===== config.mk =====
export PLATFORM = sky130hd
export DESIGN_NAME = hdc_accel
export DESIGN_NICKNAME = d
export VERILOG_FILES = /design/src/hdl/hdc_pkg.sv /design/src/hdl/axil_regs.sv /design/src/hdl/bundler.sv /design/src/hdl/hdc_accel.sv /design/src/hdl/item_gen.sv /design/src/hdl/item_memory.sv
export VERILOG_INCLUDE_DIRS = /design/src /design/src/hdl
export SDC_FILE = /design/constraint.sdc
export NUM_CORES = 2
export LEC_CHECK = 0
export ABC_AREA = 1
export ABC_CLOCK_PERIOD_IN_PS = 10380
export CORE_MARGIN = 1
export CORE_UTILIZATION = 41
export CTS_BUF_LIST = sky130_fd_sc_hd__clkbuf_2
export DETAILED_ROUTE_END_ITERATION = 8
export DONT_BUFFER_PORTS = 1
export GPL_TIMING_DRIVEN = 0
export RECOVER_POWER = 50
export SYNTH_ARGS = -nofsm -noshare
export SYNTH_HDL_FRONTEND = slang
export SYNTH_SLANG_ARGS = --single-unit

===== constraint.sdc =====
create_clock -name AXIS_ACLK -period 10.38 [get_ports AXIS_ACLK]
set_clock_uncertainty 0.1 [all_clocks]
set_input_delay 1.557 -clock AXIS_ACLK [delete_from_list [all_inputs] [get_ports AXIS_ACLK]]
set_output_delay 1.557 -clock AXIS_ACLK [all_outputs]
set_load 0.02 [all_outputs]

===== src/hdl/hdc_cfg.svh =====
`ifndef HDC_CFG_SVH
`define HDC_CFG_SVH

// hypervector geometry
`define HDC_DIM      64
`define HDC_WORD     32
`define HDC_WORDS    2
`define HDC_ITEMS    16
`define HDC_IDX_W    4
// up to 31 inputs per bundle
`define HDC_CNT_W    5
// stream input, index in the low bits
`define HDC_IN_W     16
`define HDC_XS_SEED  32'd2463534242
// axi-lite register map
`define HDC_REG_CTRL 32'h0000_0000
`define HDC_REG_NUM  32'h0000_0004

`endif


===== src/hdl/hdc_pkg.sv =====
`default_nettype none

`include "hdc_cfg.svh"

package hdc_pkg;

    // axi-lite slave states
    typedef enum logic [2:0] {
        idle, got_addr, got_data, write_resp, read_fetch, read_resp
    } axil_state_t;

    // bundler states
    typedef enum logic [1:0] {
        collect, finish, hold
    } bundle_state_t;

    typedef logic [`HDC_DIM-1:0]   hv_t;
    typedef logic [`HDC_IDX_W-1:0] idx_t;

endpackage

`default_nettype wire


===== src/hdl/axil_regs.sv =====
`timescale 1ns/1ps
`default_nettype none

`include "hdc_cfg.svh"

module axil_regs (
    input  wire            AXIS_ACLK,
    input  wire            S_AXI_ARESETN,
    input  wire  [31:0]    s_axi_awaddr,
    input  wire            s_axi_awvalid,
    output logic           s_axi_awready,
    input  wire  [31:0]    s_axi_wdata,
    input  wire            s_axi_wvalid,
    output logic           s_axi_wready,
    input  wire            s_axi_bready,
    output logic [1:0]     s_axi_bresp,
    output logic           s_axi_bvalid,
    input  wire  [31:0]    s_axi_araddr,
    input  wire            s_axi_arvalid,
    output logic           s_axi_arready,
    input  wire            s_axi_rready,
    output logic [31:0]    s_axi_rdata,
    output logic [1:0]     s_axi_rresp,
    output logic           s_axi_rvalid,
    input  wire            gen_done,
    output logic           run,
    output logic           gen,
    output hdc_pkg::idx_t  item_num
);

    hdc_pkg::axil_state_t state;

    // captured address / data
    logic [31:0] waddr_q;
    logic [31:0] wdata_q;
    logic [31:0] raddr_q;

    // write commit, from live bus or captured half
    logic        wr_fire;
    logic [31:0] wr_addr_sel;
    logic [31:0] wr_data_sel;

    // --------------------
    // channel handshakes
    // --------------------

    // always OKAY
    assign s_axi_bresp   = 2'b00;
    assign s_axi_rresp   = 2'b00;
    assign s_axi_awready = (state == hdc_pkg::idle) | (state == hdc_pkg::got_data);
    assign s_axi_wready  = (state == hdc_pkg::idle) | (state == hdc_pkg::got_addr);
    // writes win in idle, so hold off AR while a write is pending
    assign s_axi_arready = (state == hdc_pkg::idle) & ~s_axi_awvalid & ~s_axi_wvalid;
    assign s_axi_bvalid  = (state == hdc_pkg::write_resp);
    assign s_axi_rvalid  = (state == hdc_pkg::read_resp);

    always_ff @(posedge AXIS_ACLK) begin
        if (!S_AXI_ARESETN) begin
            state <= hdc_pkg::idle;
        end else begin
            case (state)
                hdc_pkg::idle: begin
                    if (s_axi_awvalid & s_axi_wvalid) begin
                        state <= hdc_pkg::write_resp;
                    end else if (s_axi_awvalid) begin
                        state <= hdc_pkg::got_addr;
                    end else if (s_axi_wvalid) begin
                        state <= hdc_pkg::got_data;
                    end else if (s_axi_arvalid) begin
                        state <= hdc_pkg::read_fetch;
                    end
                end
                hdc_pkg::got_addr:   if (s_axi_wvalid)  state <= hdc_pkg::write_resp;
                hdc_pkg::got_data:   if (s_axi_awvalid) state <= hdc_pkg::write_resp;
                hdc_pkg::write_resp: if (s_axi_bready)  state <= hdc_pkg::idle;
                // one cycle to fetch the register
                hdc_pkg::read_fetch: state <= hdc_pkg::read_resp;
                hdc_pkg::read_resp:  if (s_axi_rready)  state <= hdc_pkg::idle;
                default:             state <= hdc_pkg::idle;
            endcase
        end
    end

    // address and data latches
    always_ff @(posedge AXIS_ACLK) begin
        if (s_axi_awvalid & s_axi_awready) waddr_q <= s_axi_awaddr;
        if (s_axi_wvalid & s_axi_wready)   wdata_q <= s_axi_wdata;
        if (s_axi_arvalid & s_axi_arready) raddr_q <= s_axi_araddr;
    end

    // --------------------
    // register file
    // --------------------

    // commit on the edge that enters write_resp
    always_comb begin
        wr_fire     = 1'b0;
        wr_addr_sel = waddr_q;
        wr_data_sel = wdata_q;
        case (state)
            hdc_pkg::idle: begin
                wr_fire     = s_axi_awvalid & s_axi_wvalid;
                wr_addr_sel = s_axi_awaddr;
                wr_data_sel = s_axi_wdata;
            end
            hdc_pkg::got_addr: begin
                wr_fire     = s_axi_wvalid;
                wr_data_sel = s_axi_wdata;
            end
            hdc_pkg::got_data: begin
                wr_fire     = s_axi_awvalid;
                wr_addr_sel = s_axi_awaddr;
            end
            default: ;
        endcase
    end

    always_ff @(posedge AXIS_ACLK) begin
        if (!S_AXI_ARESETN) begin
            run      <= 1'b0;
            gen      <= 1'b0;
            item_num <= '0;
        end else begin
            // generator finished, self-clear
            if (gen_done) gen <= 1'b0;
            // a software write in the same cycle takes priority
            if (wr_fire) begin
                if (wr_addr_sel == `HDC_REG_CTRL) begin
                    {run, gen} <= wr_data_sel[1:0];
                end else if (wr_addr_sel == `HDC_REG_NUM) begin
                    item_num <= wr_data_sel[`HDC_IDX_W-1:0];
                end
            end
        end
    end

    // read mux, unmapped reads as zero
    always_ff @(posedge AXIS_ACLK) begin
        if (state == hdc_pkg::read_fetch) begin
            if (raddr_q == `HDC_REG_CTRL) begin
                s_axi_rdata <= {30'd0, run, gen};
            end else if (raddr_q == `HDC_REG_NUM) begin
                s_axi_rdata <= 32'(item_num);
            end else begin
                s_axi_rdata <= 32'd0;
            end
        end
    end

endmodule

`default_nettype wire


===== src/hdl/bundler.sv =====
`timescale 1ns/1ps
`default_nettype none

`include "hdc_cfg.svh"

module bundler (
    input  wire                  AXIS_ACLK,
    input  wire                  S_AXI_ARESETN,
    input  wire                  run,
    input  wire                  gen,
    input  hdc_pkg::hv_t         tie_vec,
    input  hdc_pkg::hv_t         rd_data,
    input  wire [`HDC_IN_W-1:0]  s_axis_tdata,
    input  wire                  s_axis_tvalid,
    input  wire                  s_axis_tlast,
    output logic                 s_axis_tready,
    output hdc_pkg::idx_t        rd_addr,
    input  wire                  m_axis_tready,
    output hdc_pkg::hv_t         m_axis_tdata,
    output logic                 m_axis_tvalid,
    output logic                 m_axis_tlast
);

    hdc_pkg::bundle_state_t state;

    // per-dimension ones count
    logic [`HDC_CNT_W-1:0] cnt_q [`HDC_DIM];
    // vectors accumulated so far
    logic [`HDC_CNT_W-1:0] n_q;
    // memory read in flight, data arrives next cycle
    logic                  acc_v;
    logic                  in_hs;
    hdc_pkg::hv_t          maj;

    // --------------------
    // stream handshakes
    // --------------------
    assign s_axis_tready = run & ~gen & (state == hdc_pkg::collect);
    assign in_hs         = s_axis_tvalid & s_axis_tready;
    // index goes straight to the memory address
    assign rd_addr       = s_axis_tdata[`HDC_IDX_W-1:0];
    // single-beat result
    assign m_axis_tvalid = (state == hdc_pkg::hold);
    assign m_axis_tlast  = (state == hdc_pkg::hold);

    // majority, ties from tie_vec
    always_comb begin
        for (int d = 0; d < `HDC_DIM; d++) begin
            if ({cnt_q[d], 1'b0} > {1'b0, n_q}) begin
                maj[d] = 1'b1;
            end else if ({cnt_q[d], 1'b0} == {1'b0, n_q}) begin
                maj[d] = tie_vec[d];
            end else begin
                maj[d] = 1'b0;
            end
        end
    end

    // --------------------
    // counters and FSM
    // --------------------
    always_ff @(posedge AXIS_ACLK) begin
        if (!S_AXI_ARESETN || !run) begin
            state <= hdc_pkg::collect;
            acc_v <= 1'b0;
            n_q   <= '0;
            for (int d = 0; d < `HDC_DIM; d++) cnt_q[d] <= '0;
        end else begin
            acc_v <= in_hs;
            // add the returned item vector
            if (acc_v) begin
                n_q <= n_q + 1'b1;
                for (int d = 0; d < `HDC_DIM; d++) begin
                    cnt_q[d] <= cnt_q[d] + `HDC_CNT_W'(rd_data[d]);
                end
            end
            case (state)
                hdc_pkg::collect: if (in_hs & s_axis_tlast) state <= hdc_pkg::finish;
                // wait for the last read to land
                hdc_pkg::finish:  if (!acc_v) state <= hdc_pkg::hold;
                hdc_pkg::hold: begin
                    if (m_axis_tready) begin
                        state <= hdc_pkg::collect;
                        n_q   <= '0;
                        for (int d = 0; d < `HDC_DIM; d++) cnt_q[d] <= '0;
                    end
                end
                default: state <= hdc_pkg::collect;
            endcase
        end
    end

    // result register, loaded once counts are final
    always_ff @(posedge AXIS_ACLK) begin
        if (state == hdc_pkg::finish && !acc_v) begin
            m_axis_tdata <= maj;
        end
    end

endmodule

`default_nettype wire


===== src/hdl/hdc_accel.sv =====
`timescale 1ns/1ps
`default_nettype none

`include "hdc_cfg.svh"

module hdc_accel (
    input  wire                  AXIS_ACLK,
    input  wire                  S_AXI_ARESETN,
    // axi-lite slave
    input  wire  [31:0]          s_axi_awaddr,
    input  wire                  s_axi_awvalid,
    output wire                  s_axi_awready,
    input  wire  [31:0]          s_axi_wdata,
    input  wire                  s_axi_wvalid,
    output wire                  s_axi_wready,
    input  wire                  s_axi_bready,
    output wire  [1:0]           s_axi_bresp,
    output wire                  s_axi_bvalid,
    input  wire  [31:0]          s_axi_araddr,
    input  wire                  s_axi_arvalid,
    output wire                  s_axi_arready,
    input  wire                  s_axi_rready,
    output wire  [31:0]          s_axi_rdata,
    output wire  [1:0]           s_axi_rresp,
    output wire                  s_axi_rvalid,
    // axi-stream slave, item indices
    input  wire  [`HDC_IN_W-1:0] s_axis_tdata,
    input  wire                  s_axis_tvalid,
    input  wire                  s_axis_tlast,
    output wire                  s_axis_tready,
    // axi-stream master, bundled vector
    output wire  [`HDC_DIM-1:0]  m_axis_tdata,
    output wire                  m_axis_tvalid,
    output wire                  m_axis_tlast,
    input  wire                  m_axis_tready
);

    // control
    wire                run;
    wire                gen;
    wire                gen_done;
    wire hdc_pkg::idx_t item_num;
    // generator to memory
    wire                wr_en;
    wire hdc_pkg::idx_t wr_addr;
    wire hdc_pkg::hv_t  wr_data;
    wire hdc_pkg::hv_t  tie_vec;
    // bundler read port
    wire hdc_pkg::idx_t rd_addr;
    wire hdc_pkg::hv_t  rd_data;

    axil_regs u_regs (
        .AXIS_ACLK, .S_AXI_ARESETN,
        .s_axi_awaddr, .s_axi_awvalid, .s_axi_awready,
        .s_axi_wdata, .s_axi_wvalid, .s_axi_wready,
        .s_axi_bready, .s_axi_bresp, .s_axi_bvalid,
        .s_axi_araddr, .s_axi_arvalid, .s_axi_arready,
        .s_axi_rready, .s_axi_rdata, .s_axi_rresp, .s_axi_rvalid,
        .gen_done, .run, .gen, .item_num
    );

    item_gen u_gen (
        .AXIS_ACLK, .S_AXI_ARESETN, .gen, .item_num,
        .wr_en, .wr_addr, .wr_data, .tie_vec, .gen_done
    );

    item_memory u_mem (
        .AXIS_ACLK, .wr_en, .wr_addr, .wr_data, .rd_addr, .rd_data
    );

    bundler u_bundler (
        .AXIS_ACLK, .S_AXI_ARESETN, .run, .gen, .tie_vec, .rd_data,
        .s_axis_tdata, .s_axis_tvalid, .s_axis_tlast, .s_axis_tready,
        .rd_addr, .m_axis_tready, .m_axis_tdata, .m_axis_tvalid, .m_axis_tlast
    );

endmodule

`default_nettype wire


===== src/hdl/item_gen.sv =====
`timescale 1ns/1ps
`default_nettype none

`include "hdc_cfg.svh"

module item_gen (
    input  wire            AXIS_ACLK,
    input  wire            S_AXI_ARESETN,
    input  wire            gen,
    input  hdc_pkg::idx_t  item_num,
    output logic           wr_en,
    output hdc_pkg::idx_t  wr_addr,
    output hdc_pkg::hv_t   wr_data,
    output hdc_pkg::hv_t   tie_vec,
    output logic           gen_done
);

    localparam int WC_W = (`HDC_WORDS > 1) ? $clog2(`HDC_WORDS) : 1;

    logic [`HDC_WORD-1:0]         xs_q;
    logic [`HDC_WORD-1:0]         xs_next;
    logic [WC_W-1:0]              word_cnt;
    // one extra bit, the tie vector sits at item_num+1
    logic [`HDC_IDX_W:0]          vec_cnt;
    // lower words of the vector being built
    logic [`HDC_DIM-`HDC_WORD-1:0] asm_q;
    hdc_pkg::hv_t                 vec_full;
    logic                         word_last;
    logic                         vec_is_tie;

    // xorshift32, shifts 13/17/5
    function automatic logic [`HDC_WORD-1:0] xorshift32(input logic [`HDC_WORD-1:0] x);
        logic [`HDC_WORD-1:0] t;
        t = x ^ (x << 13);
        t = t ^ (t >> 17);
        t = t ^ (t << 5);
        return t;
    endfunction

    assign xs_next    = xorshift32(xs_q);
    assign word_last  = (word_cnt == WC_W'(`HDC_WORDS - 1));
    assign vec_is_tie = (vec_cnt == ({1'b0, item_num} + 1'b1));
    // top word comes straight from the generator
    assign vec_full   = {xs_next, asm_q};
    // combinational so gen drops right after the last word
    assign gen_done   = gen & word_last & vec_is_tie;

    // --------------------
    // sequencing
    // --------------------
    always_ff @(posedge AXIS_ACLK) begin
        if (!S_AXI_ARESETN || !gen) begin
            // restart from the seed on every gen
            xs_q     <= `HDC_XS_SEED;
            word_cnt <= '0;
            vec_cnt  <= '0;
            wr_en    <= 1'b0;
        end else begin
            xs_q  <= xs_next;
            wr_en <= word_last & ~vec_is_tie;
            if (word_last) begin
                word_cnt <= '0;
                vec_cnt  <= vec_cnt + 1'b1;
            end else begin
                word_cnt <= word_cnt + 1'b1;
            end
        end
    end

    // word assembly, lowest word first
    always_ff @(posedge AXIS_ACLK) begin
        if (gen && !word_last) begin
            asm_q[word_cnt*`HDC_WORD +: `HDC_WORD] <= xs_next;
        end
        if (gen && word_last) begin
            if (vec_is_tie) begin
                tie_vec <= vec_full;
            end else begin
                wr_addr <= vec_cnt[`HDC_IDX_W-1:0];
                wr_data <= vec_full;
            end
        end
    end

endmodule

`default_nettype wire


===== src/hdl/item_memory.sv =====
`timescale 1ns/1ps
`default_nettype none

`include "hdc_cfg.svh"

module item_memory (
    input  wire            AXIS_ACLK,
    input  wire            wr_en,
    input  hdc_pkg::idx_t  wr_addr,
    input  hdc_pkg::hv_t   wr_data,
    input  hdc_pkg::idx_t  rd_addr,
    output hdc_pkg::hv_t   rd_data
);

    // item hypervectors, one per index
    hdc_pkg::hv_t mem [`HDC_ITEMS];

    // --------------------
    // write port
    // --------------------
    always_ff @(posedge AXIS_ACLK) begin
        if (wr_en) begin
            mem[wr_addr] <= wr_data;
        end
    end

    // --------------------
    // read port
    // --------------------
    // registered, one cycle latency
    always_ff @(posedge AXIS_ACLK) begin
        rd_data <= mem[rd_addr];
    end

endmodule

`default_nettype wire


After elaboration in Yosys (flattened, before gate mapping)

Memories as Yosys holds them, arrays and structs flattened. A register that Yosys moved wholly into a read port is not among the register bits.
Cells that the tools add are included.

Register bits after elaboration: 384
Memory bits (writable): 1,344
Bits of input ports: 122
Output and inout port bits: 108
Word-level logic and storage cells: 708
Memories kept: 2

Memories:

| memory          | words | width | read ports | clocked after memory_dff | wr ports | RTL line          | source |
|---|---|---|---|---|---|---|---|
| u_mem.mem       | 16    | 64    | 1          | 1                        | 1        | item_memory.sv:16 | `` hdc_pkg::hv_t mem [`HDC_ITEMS]; `` |
| u_bundler.cnt_q | 64    | 5     | 64         | 0                        | 64       | bundler.sv:27     | `` logic [`HDC_CNT_W-1:0] cnt_q [`HDC_DIM]; `` |

Add/sub/neg operators: 69
Magnitude comparators: 64
Equality and inequality tests: 82
Shift-type cells: 2
Mux-type cells: 228
Bitwise operators: 152
Reduce and logical (&&, ||, !) cells: 24

Operator list:

| kind                                                    | number |
|---|---|
| two-way mux 5 bit                                       | 131 |
| equality test 6 x 5 -> 1 bit                            | 64 |
| greater-than comparator 6 x 5 -> 1 bit                  | 64 |
| adder 5 x 1 -> 5 bit                                    | 64 |
| bitwise OR 1 bit                                        | 130 |
| two-way mux 1 bit                                       | 78 |
| equality test 32 x 3 -> 1 bit (second input constant)   | 2 |
| zero test 32 bit                                        | 2 |
| XOR 32 bit                                              | 2 |
| negator 6 -> 34 bit                                     | 1 |
| variable shift 32 x 34 -> 32 bit (first input constant) | 1 |
| variable part select 32 x 34 -> 32 bit                  | 1 |
| bitwise mux 32 bit                                      | 1 |
| two-way mux 32 bit                                      | 1 |
| XOR 32 x 15 -> 32 bit                                   | 1 |
| two-way mux 3 bit                                       | 8 |
| case mux 3 bit (6 select lines)                         | 1 |
| AND 1 bit                                               | 13 |
| inequality test 2 bit (second input constant)           | 6 |
| adder 5 x 1 -> 5 bit (second input constant)            | 2 |
| two-way mux 2 bit                                       | 5 |
| OR reduction 2 bit                                      | 4 |
| equality test 3 x 2 -> 1 bit (second input constant)    | 2 |
| equality test 3 bit (second input constant)             | 2 |
| other kinds (20)                                        | 35 |

Depth between registers and ports, before layout

Word-level depth: 7
Gate-level depth with buffers: 13
Mapped depth without buffers: 11

Hierarchy

From an unflattened synthesis, not the netlist that was laid out.

Cells, all modules: 8,122
Area, all modules: 80,815.0 um^2

By module, submodules not included:

| module      | times used | cells each | area an instance (um^2) | sequential area each (um^2) |
|---|---|---|---|---|
| item_memory | 1          | 4,210      | 45,285.9                | 32,030.7 |
| bundler     | 1          | 3,062      | 24,747.5                | 10,089.7 |
| item_gen    | 1          | 534        | 7,284.5                 | 5,705.5 |
| axil_regs   | 1          | 316        | 3,497.1                 | 2,342.2 |

Worst setup path before layout

Ideal clock, no wire load.

Path type: input to register
From: in S_AXI_ARESETN
To: mem u_bundler.cnt_q[0][0] (netlist name) (enable)
Arrival: 4.694 ns
Required time: 8.944 ns
Slack: 4.250 ns
Cell stages on the path: 6
Path buffers: 1
Cell sequence: nand2_2 inv_2 nand2_2 inv_2 buf_2 nand2_1

RTL lines:

| what        | RTL line       | source |
|---|---|---|
| from (decl) | hdc_accel.sv:8 | `input wire S_AXI_ARESETN,` |
| to (decl)   | bundler.sv:27  |  |

Final worst setup path

From: reg u_regs.state[2]
To: out s_axi_arready

Longest elaborated chain between the ends: 3

RTL lines:

| what                   | RTL line        | source |
|---|---|---|
| from (decl)            | axil_regs.sv:31 | `hdc_pkg::axil_state_t state;` |
| from (signal assigned) | axil_regs.sv:59 | `state <= hdc_pkg::idle;` |
| from (signal assigned) | axil_regs.sv:64 | `state <= hdc_pkg::write_resp;` |
| from (signal assigned) | axil_regs.sv:66 | `state <= hdc_pkg::got_addr;` |
| zero test 3 bit        | axil_regs.sv:53 | `assign s_axi_arready = (state == hdc_pkg::idle) & ~s_axi_awvalid & ~s_axi_wvalid;` |
| AND 1 bit (2 in a row) | axil_regs.sv:53 |  |
| to (decl)              | hdc_accel.sv:21 | `output wire s_axi_arready,` |

Every way passes these cells.

==> results.md <==
- The slew at the pin with the worst max-slew slack is 2.51 ns.
- Counting flops with a built-in enable in the synthesized netlist gives 1484.
- The shortest clock period the worst path allows after layout is 5.04 ns.
- Internal power comes to 9580 uW.
- After the first detailed-routing iteration, the DRC count stood at 5259.
- The power density over the cells is 153 nW/um^2.
- The initial antenna violation count is 13.
- Across every metal layer, demand over resource in global routing totals 23.1%.
- The worst relative slew slack is -67.6%.
- The starting density of the core is 41.3%.
- The final count of hold timing violations was 0.
- The detailed-route wire length per cell is 22.9 um.
- The final setup violation count is 0.
- The Yosys step of the flow raised 0 warnings.
- The number of vias after detailed routing is 50783.
- CTS saw 1764 sinks.
- The depth of the worst register-to-register path is 5.
- The final reports fail on capacitance limit, slew limit.
- For this run, the post-layout net count is 7254.
- The cell area after technology mapping is 75700 um^2.
- The maximum ir drop on the vdd rail is 0.000131 V.
- After clock tree synthesis, the clock-pin slew on the worst setup and hold paths is 0.11 ns.
- In this run switching power makes up 25.9% of total power.
- The standby leakage power is 0.0325 uW.
- The part of the cycle the worst path needs is 48.6%.
- The arrival time at the worst endpoint is 3.38 ns.
- Along the worst path, the maximum fanout reaches 7.
- The type of the most critical hold path is in -> reg.
- For this design the total switching power over the nets is 3360 uW.
- The required arrival time at the worst endpoint is 8.72 ns.
- The path with the worst hold slack has its endpoint at u_mem.rd_data[57].
- For this block, the routed nets add up to 218 mm of wire.
- The first global-routing pass estimated 316 mm of wire.
- The clock share of power is 35.4%.
- On the worst path, the slowest cell contributes a delay of 0.68 ns.
- The total negative slack is 0 ns.
- The worst-case clock buffer depth is 4.
- Traced cell by cell, the critical path runs through clkbuf_1, inv_1, nand2_1, nor3_1.
- The number of cells upsized or downsized after cts is 0.
- Pin placement for this block handled 230 I/O pins.
- The number of buffers inserted by port buffering is 0.
- For this run, design rule violations remaining after detail routing come to 0.
- The source-to-sink clock delay at the later pin of the worst-skew pair is 1.87 ns.
- For this run, the top clock speed supported by timing is 198 MHz.
- The maximum number of pins on one net before global-route repair is 65.
- The filler cells instantiated in the layout total 16662.
- The count of maximum capacitance violations is 28.
- Setup slack on the worst reg-to-reg path comes out at 5.94 ns.
- The source of the worst hold timing path is s_axis_tdata[3].
- Dividing the detail-routed via count by the number of cells gives 5.32.
- Dividing the synthesized area by the synthesized cell count gives 12.4 um^2.
- The number of placement rows is 157.
- Setup repair after global routing left no endpoint under its margin.
- For this run the aggregate overflow at the end of global routing stands at 0.
- Sequential elements use 66.3% of the synthesized area.
- The library cell used most frequently in the layout, excluding fill and tap cells, is edfxtp_1.
- The wire-length estimate of the detail-placed layout is 147 mm.
- For this run, the detailed router's first-pass iteration total came to 6.
- Sequential cells account for 59.4% of the total power.
- The area growth from synthesis to layout is 11.7%.
- The die span in y is 432 um.
- The final total power is 12900 uW.
- In this run the critical register-to-register path is launched from u_gen.wr_addr[0].
- The end-of-flow core utilization is 46.1%.
- The floorplan step defined a core boundary enclosing 183000 um^2.
- The worst setup path is captured at an output pin.
- Synthesis produced 6117 cells.
- The width of the die is 432 um.
- TritonCTS built the clock tree.
- The number of pins with negative max-slew slack in the final report is 546.
- The flow ran to the end, but the final reports show violations.
- The clock tree root driver cell is clkbuf_2.
- Per report_power, the combinational group accounts for 5.2% of the total.
- The final weighted congestion in routability-driven placement is 0.848.
- The number of global-route vias before repair is 48908.
- The number of buffers inserted during clock tree synthesis is 449.
- The async set or reset register ratio after synthesis is 0%.
- The count of nets left with antenna violations once routing finished came out at 0.
- The number of storage elements in the synthesis netlist is 1764.
- The capture point of the worst reg-to-reg path is u_mem.mem[2][44].
- The number of H-tree levels is 5.
- The most used flip-flop cell after synthesis is edfxtp_1.
- The floorplan step defined a die boundary enclosing 186000 um^2.
- The critical-path cell with the highest stage delay is nor3_1.
- By startpoint and endpoint, the worst setup path is classified as reg -> out.
- The count of buffers added by post-CTS timing repair for setup is 0.
- In the layout the commonest cells are edfxtp_1, clkbuf_2, inv_1, a21oi_1, nor2_1.
- The critical path launch point type is a flip-flop.
- The final hold slack is 0.166 ns.
- Cells with a size suffix above 1 make up 13.3% of the layout.
- The number of distinct library cell variants in the gate-level netlist after synthesis is 40.
- Along the worst hold path, the cell count comes to 3.
[routing by layer]
layer	up-vias	GRT usage, %	share of wire, %
met4	0	8.57	3.4
met1	24685	30.4	41
li1	23581	-	-
met2	2096	37.7	47
met3	421	4.47	8.3
met5	-	0	0
[worst max path at each step]
stage | end | cells after the start | start | slack (ns)
after detailed placement | u_mem.rd_data[37] | 7 | s_axis_tdata[2] | 5.87
final | s_axi_arready | 4 | u_regs.state[2] | 5.34
after CTS | s_axi_arready | 4 | u_regs.state[2] | 5.26
after global placement | u_bundler.cnt_q[0][29] | 6 | S_AXI_ARESETN | 1.29
after global routing | s_axi_arready | 4 | u_regs.state[2] | 4.99
after floorplan | u_bundler.cnt_q[0][0] | 6 | S_AXI_ARESETN | 4.25
[per-stage QoR]
stage	std cells	worst slack, ns	cell area [um^2]
global placement	8612	1.29	78900
floorplan	6148	4.25	75800
global route	9542	4.99	84600
finish	9544	5.34	84600
detailed placement	8674	5.87	80400
CTS	9531	5.26	85000
[worst max-delay path, delay by kind of cell, from the launching register on]
kind / cells / cell delay, ns
DFF: 1 / 0.31
buffers and inverters: 2 / 0.38
and+or+nand+nor: 2 / 0.89
[state kept, by name, indices dropped and copies added (netlist names), 2 cells and up]
signal                  cells
u_bundler.m_axis_tdata     64
u_bundler.n_q               5
u_gen.xs_q                 32
u_gen.vec_cnt               5
u_regs.raddr_q             32
u_gen.tie_vec              64
u_bundler.state             2
u_gen.wr_addr               4
u_gen.asm_q                32
u_gen.wr_data              64
u_bundler.cnt_q           320
u_regs.item_num             4
u_regs.s_axi_rdata          4
u_mem.rd_data              64
u_regs.waddr_q             32
u_regs.wdata_q              4
u_regs.state                3
u_mem.mem                1024
[cell type report]
| cell class | count | area (um^2) | area share, % |
|---|---|---|---|
| clock inverter | 104 | 447 | 0.528 |
| timing repair buffer | 146 | 1820 | 2.15 |
| buffer | 296 | 1490 | 1.76 |
| antenna | 12 | 30.0 | 0.0355 |
| inverter | 604 | 2280 | 2.70 |
| multi-input combinational | 3484 | 21900 | 25.9 |
| tap | 2464 | 3080 | 3.65 |
| clock buffer | 670 | 3350 | 3.97 |
| sequential | 1764 | 50200 | 59.3 |
[power by group through the flow]
stage	Sequential [uW]	Clock [uW]	Combinational (uW)
final	7690	4580	672
after global routing	7700	5030	723
after CTS	7690	4680	672
after detailed placement	7850	0	639
after global placement	7850	0	630
after floorplan	7840	0	414
[Yosys cell counts, types with 13 or more instances]
| library cell | count | share of area [%] |
|---|---|---|
| nor3b_1 | 23 | 0.23 |
| a21oi_1 | 563 | 3.7 |
| xnor2_1 | 49 | 0.57 |
| dfxtp_1 | 280 | 7.4 |
| nand3_1 | 224 | 1.5 |
| o21ai_0 | 357 | 2.4 |
| mux2i_1 | 260 | 3.4 |
| nor4_1 | 94 | 0.78 |
| inv_1 | 595 | 3.0 |
| nand4_1 | 34 | 0.28 |
| nand2_1 | 437 | 2.2 |
| o21ai_1 | 37 | 0.24 |
| edfxtp_1 | 1484 | 59 |
| ha_1 | 387 | 6.4 |
| nor4b_1 | 13 | 0.15 |
| buf_2 | 105 | 0.69 |
| o211ai_1 | 261 | 2.6 |
| buf_4 | 59 | 0.59 |
| clkbuf_1 | 105 | 0.52 |
| nor2_1 | 505 | 2.5 |
| buf_1 | 23 | 0.11 |
| nor3_1 | 101 | 0.67 |
| xor2_1 | 63 | 0.73 |
[cells by family (layout without fill, tap and decap cells)]
kind of cell               count (synthesis)  count (layout)  synth area share [%]
DFF                                     1764            1764                  66.3
and+or+nand+nor                         1455            1455                  8.50
AOI/OAI and AO/OA                       1238            1238                  9.12
buffers and inverters                    900            1820                  4.97
adders and majority gates                387             387                  6.40
muxes                                    260             260                  3.44
xor gates and xnor gates                 112             112                  1.30
other                                      1              44               0.00495
[repair_timing]
action,4_1_cts,5_1_grt
setup endpoints to repair,0,0
endpoints found under the hold margin,95,0
hold buffers,83,0
Power figures use the tool's default switching activity.
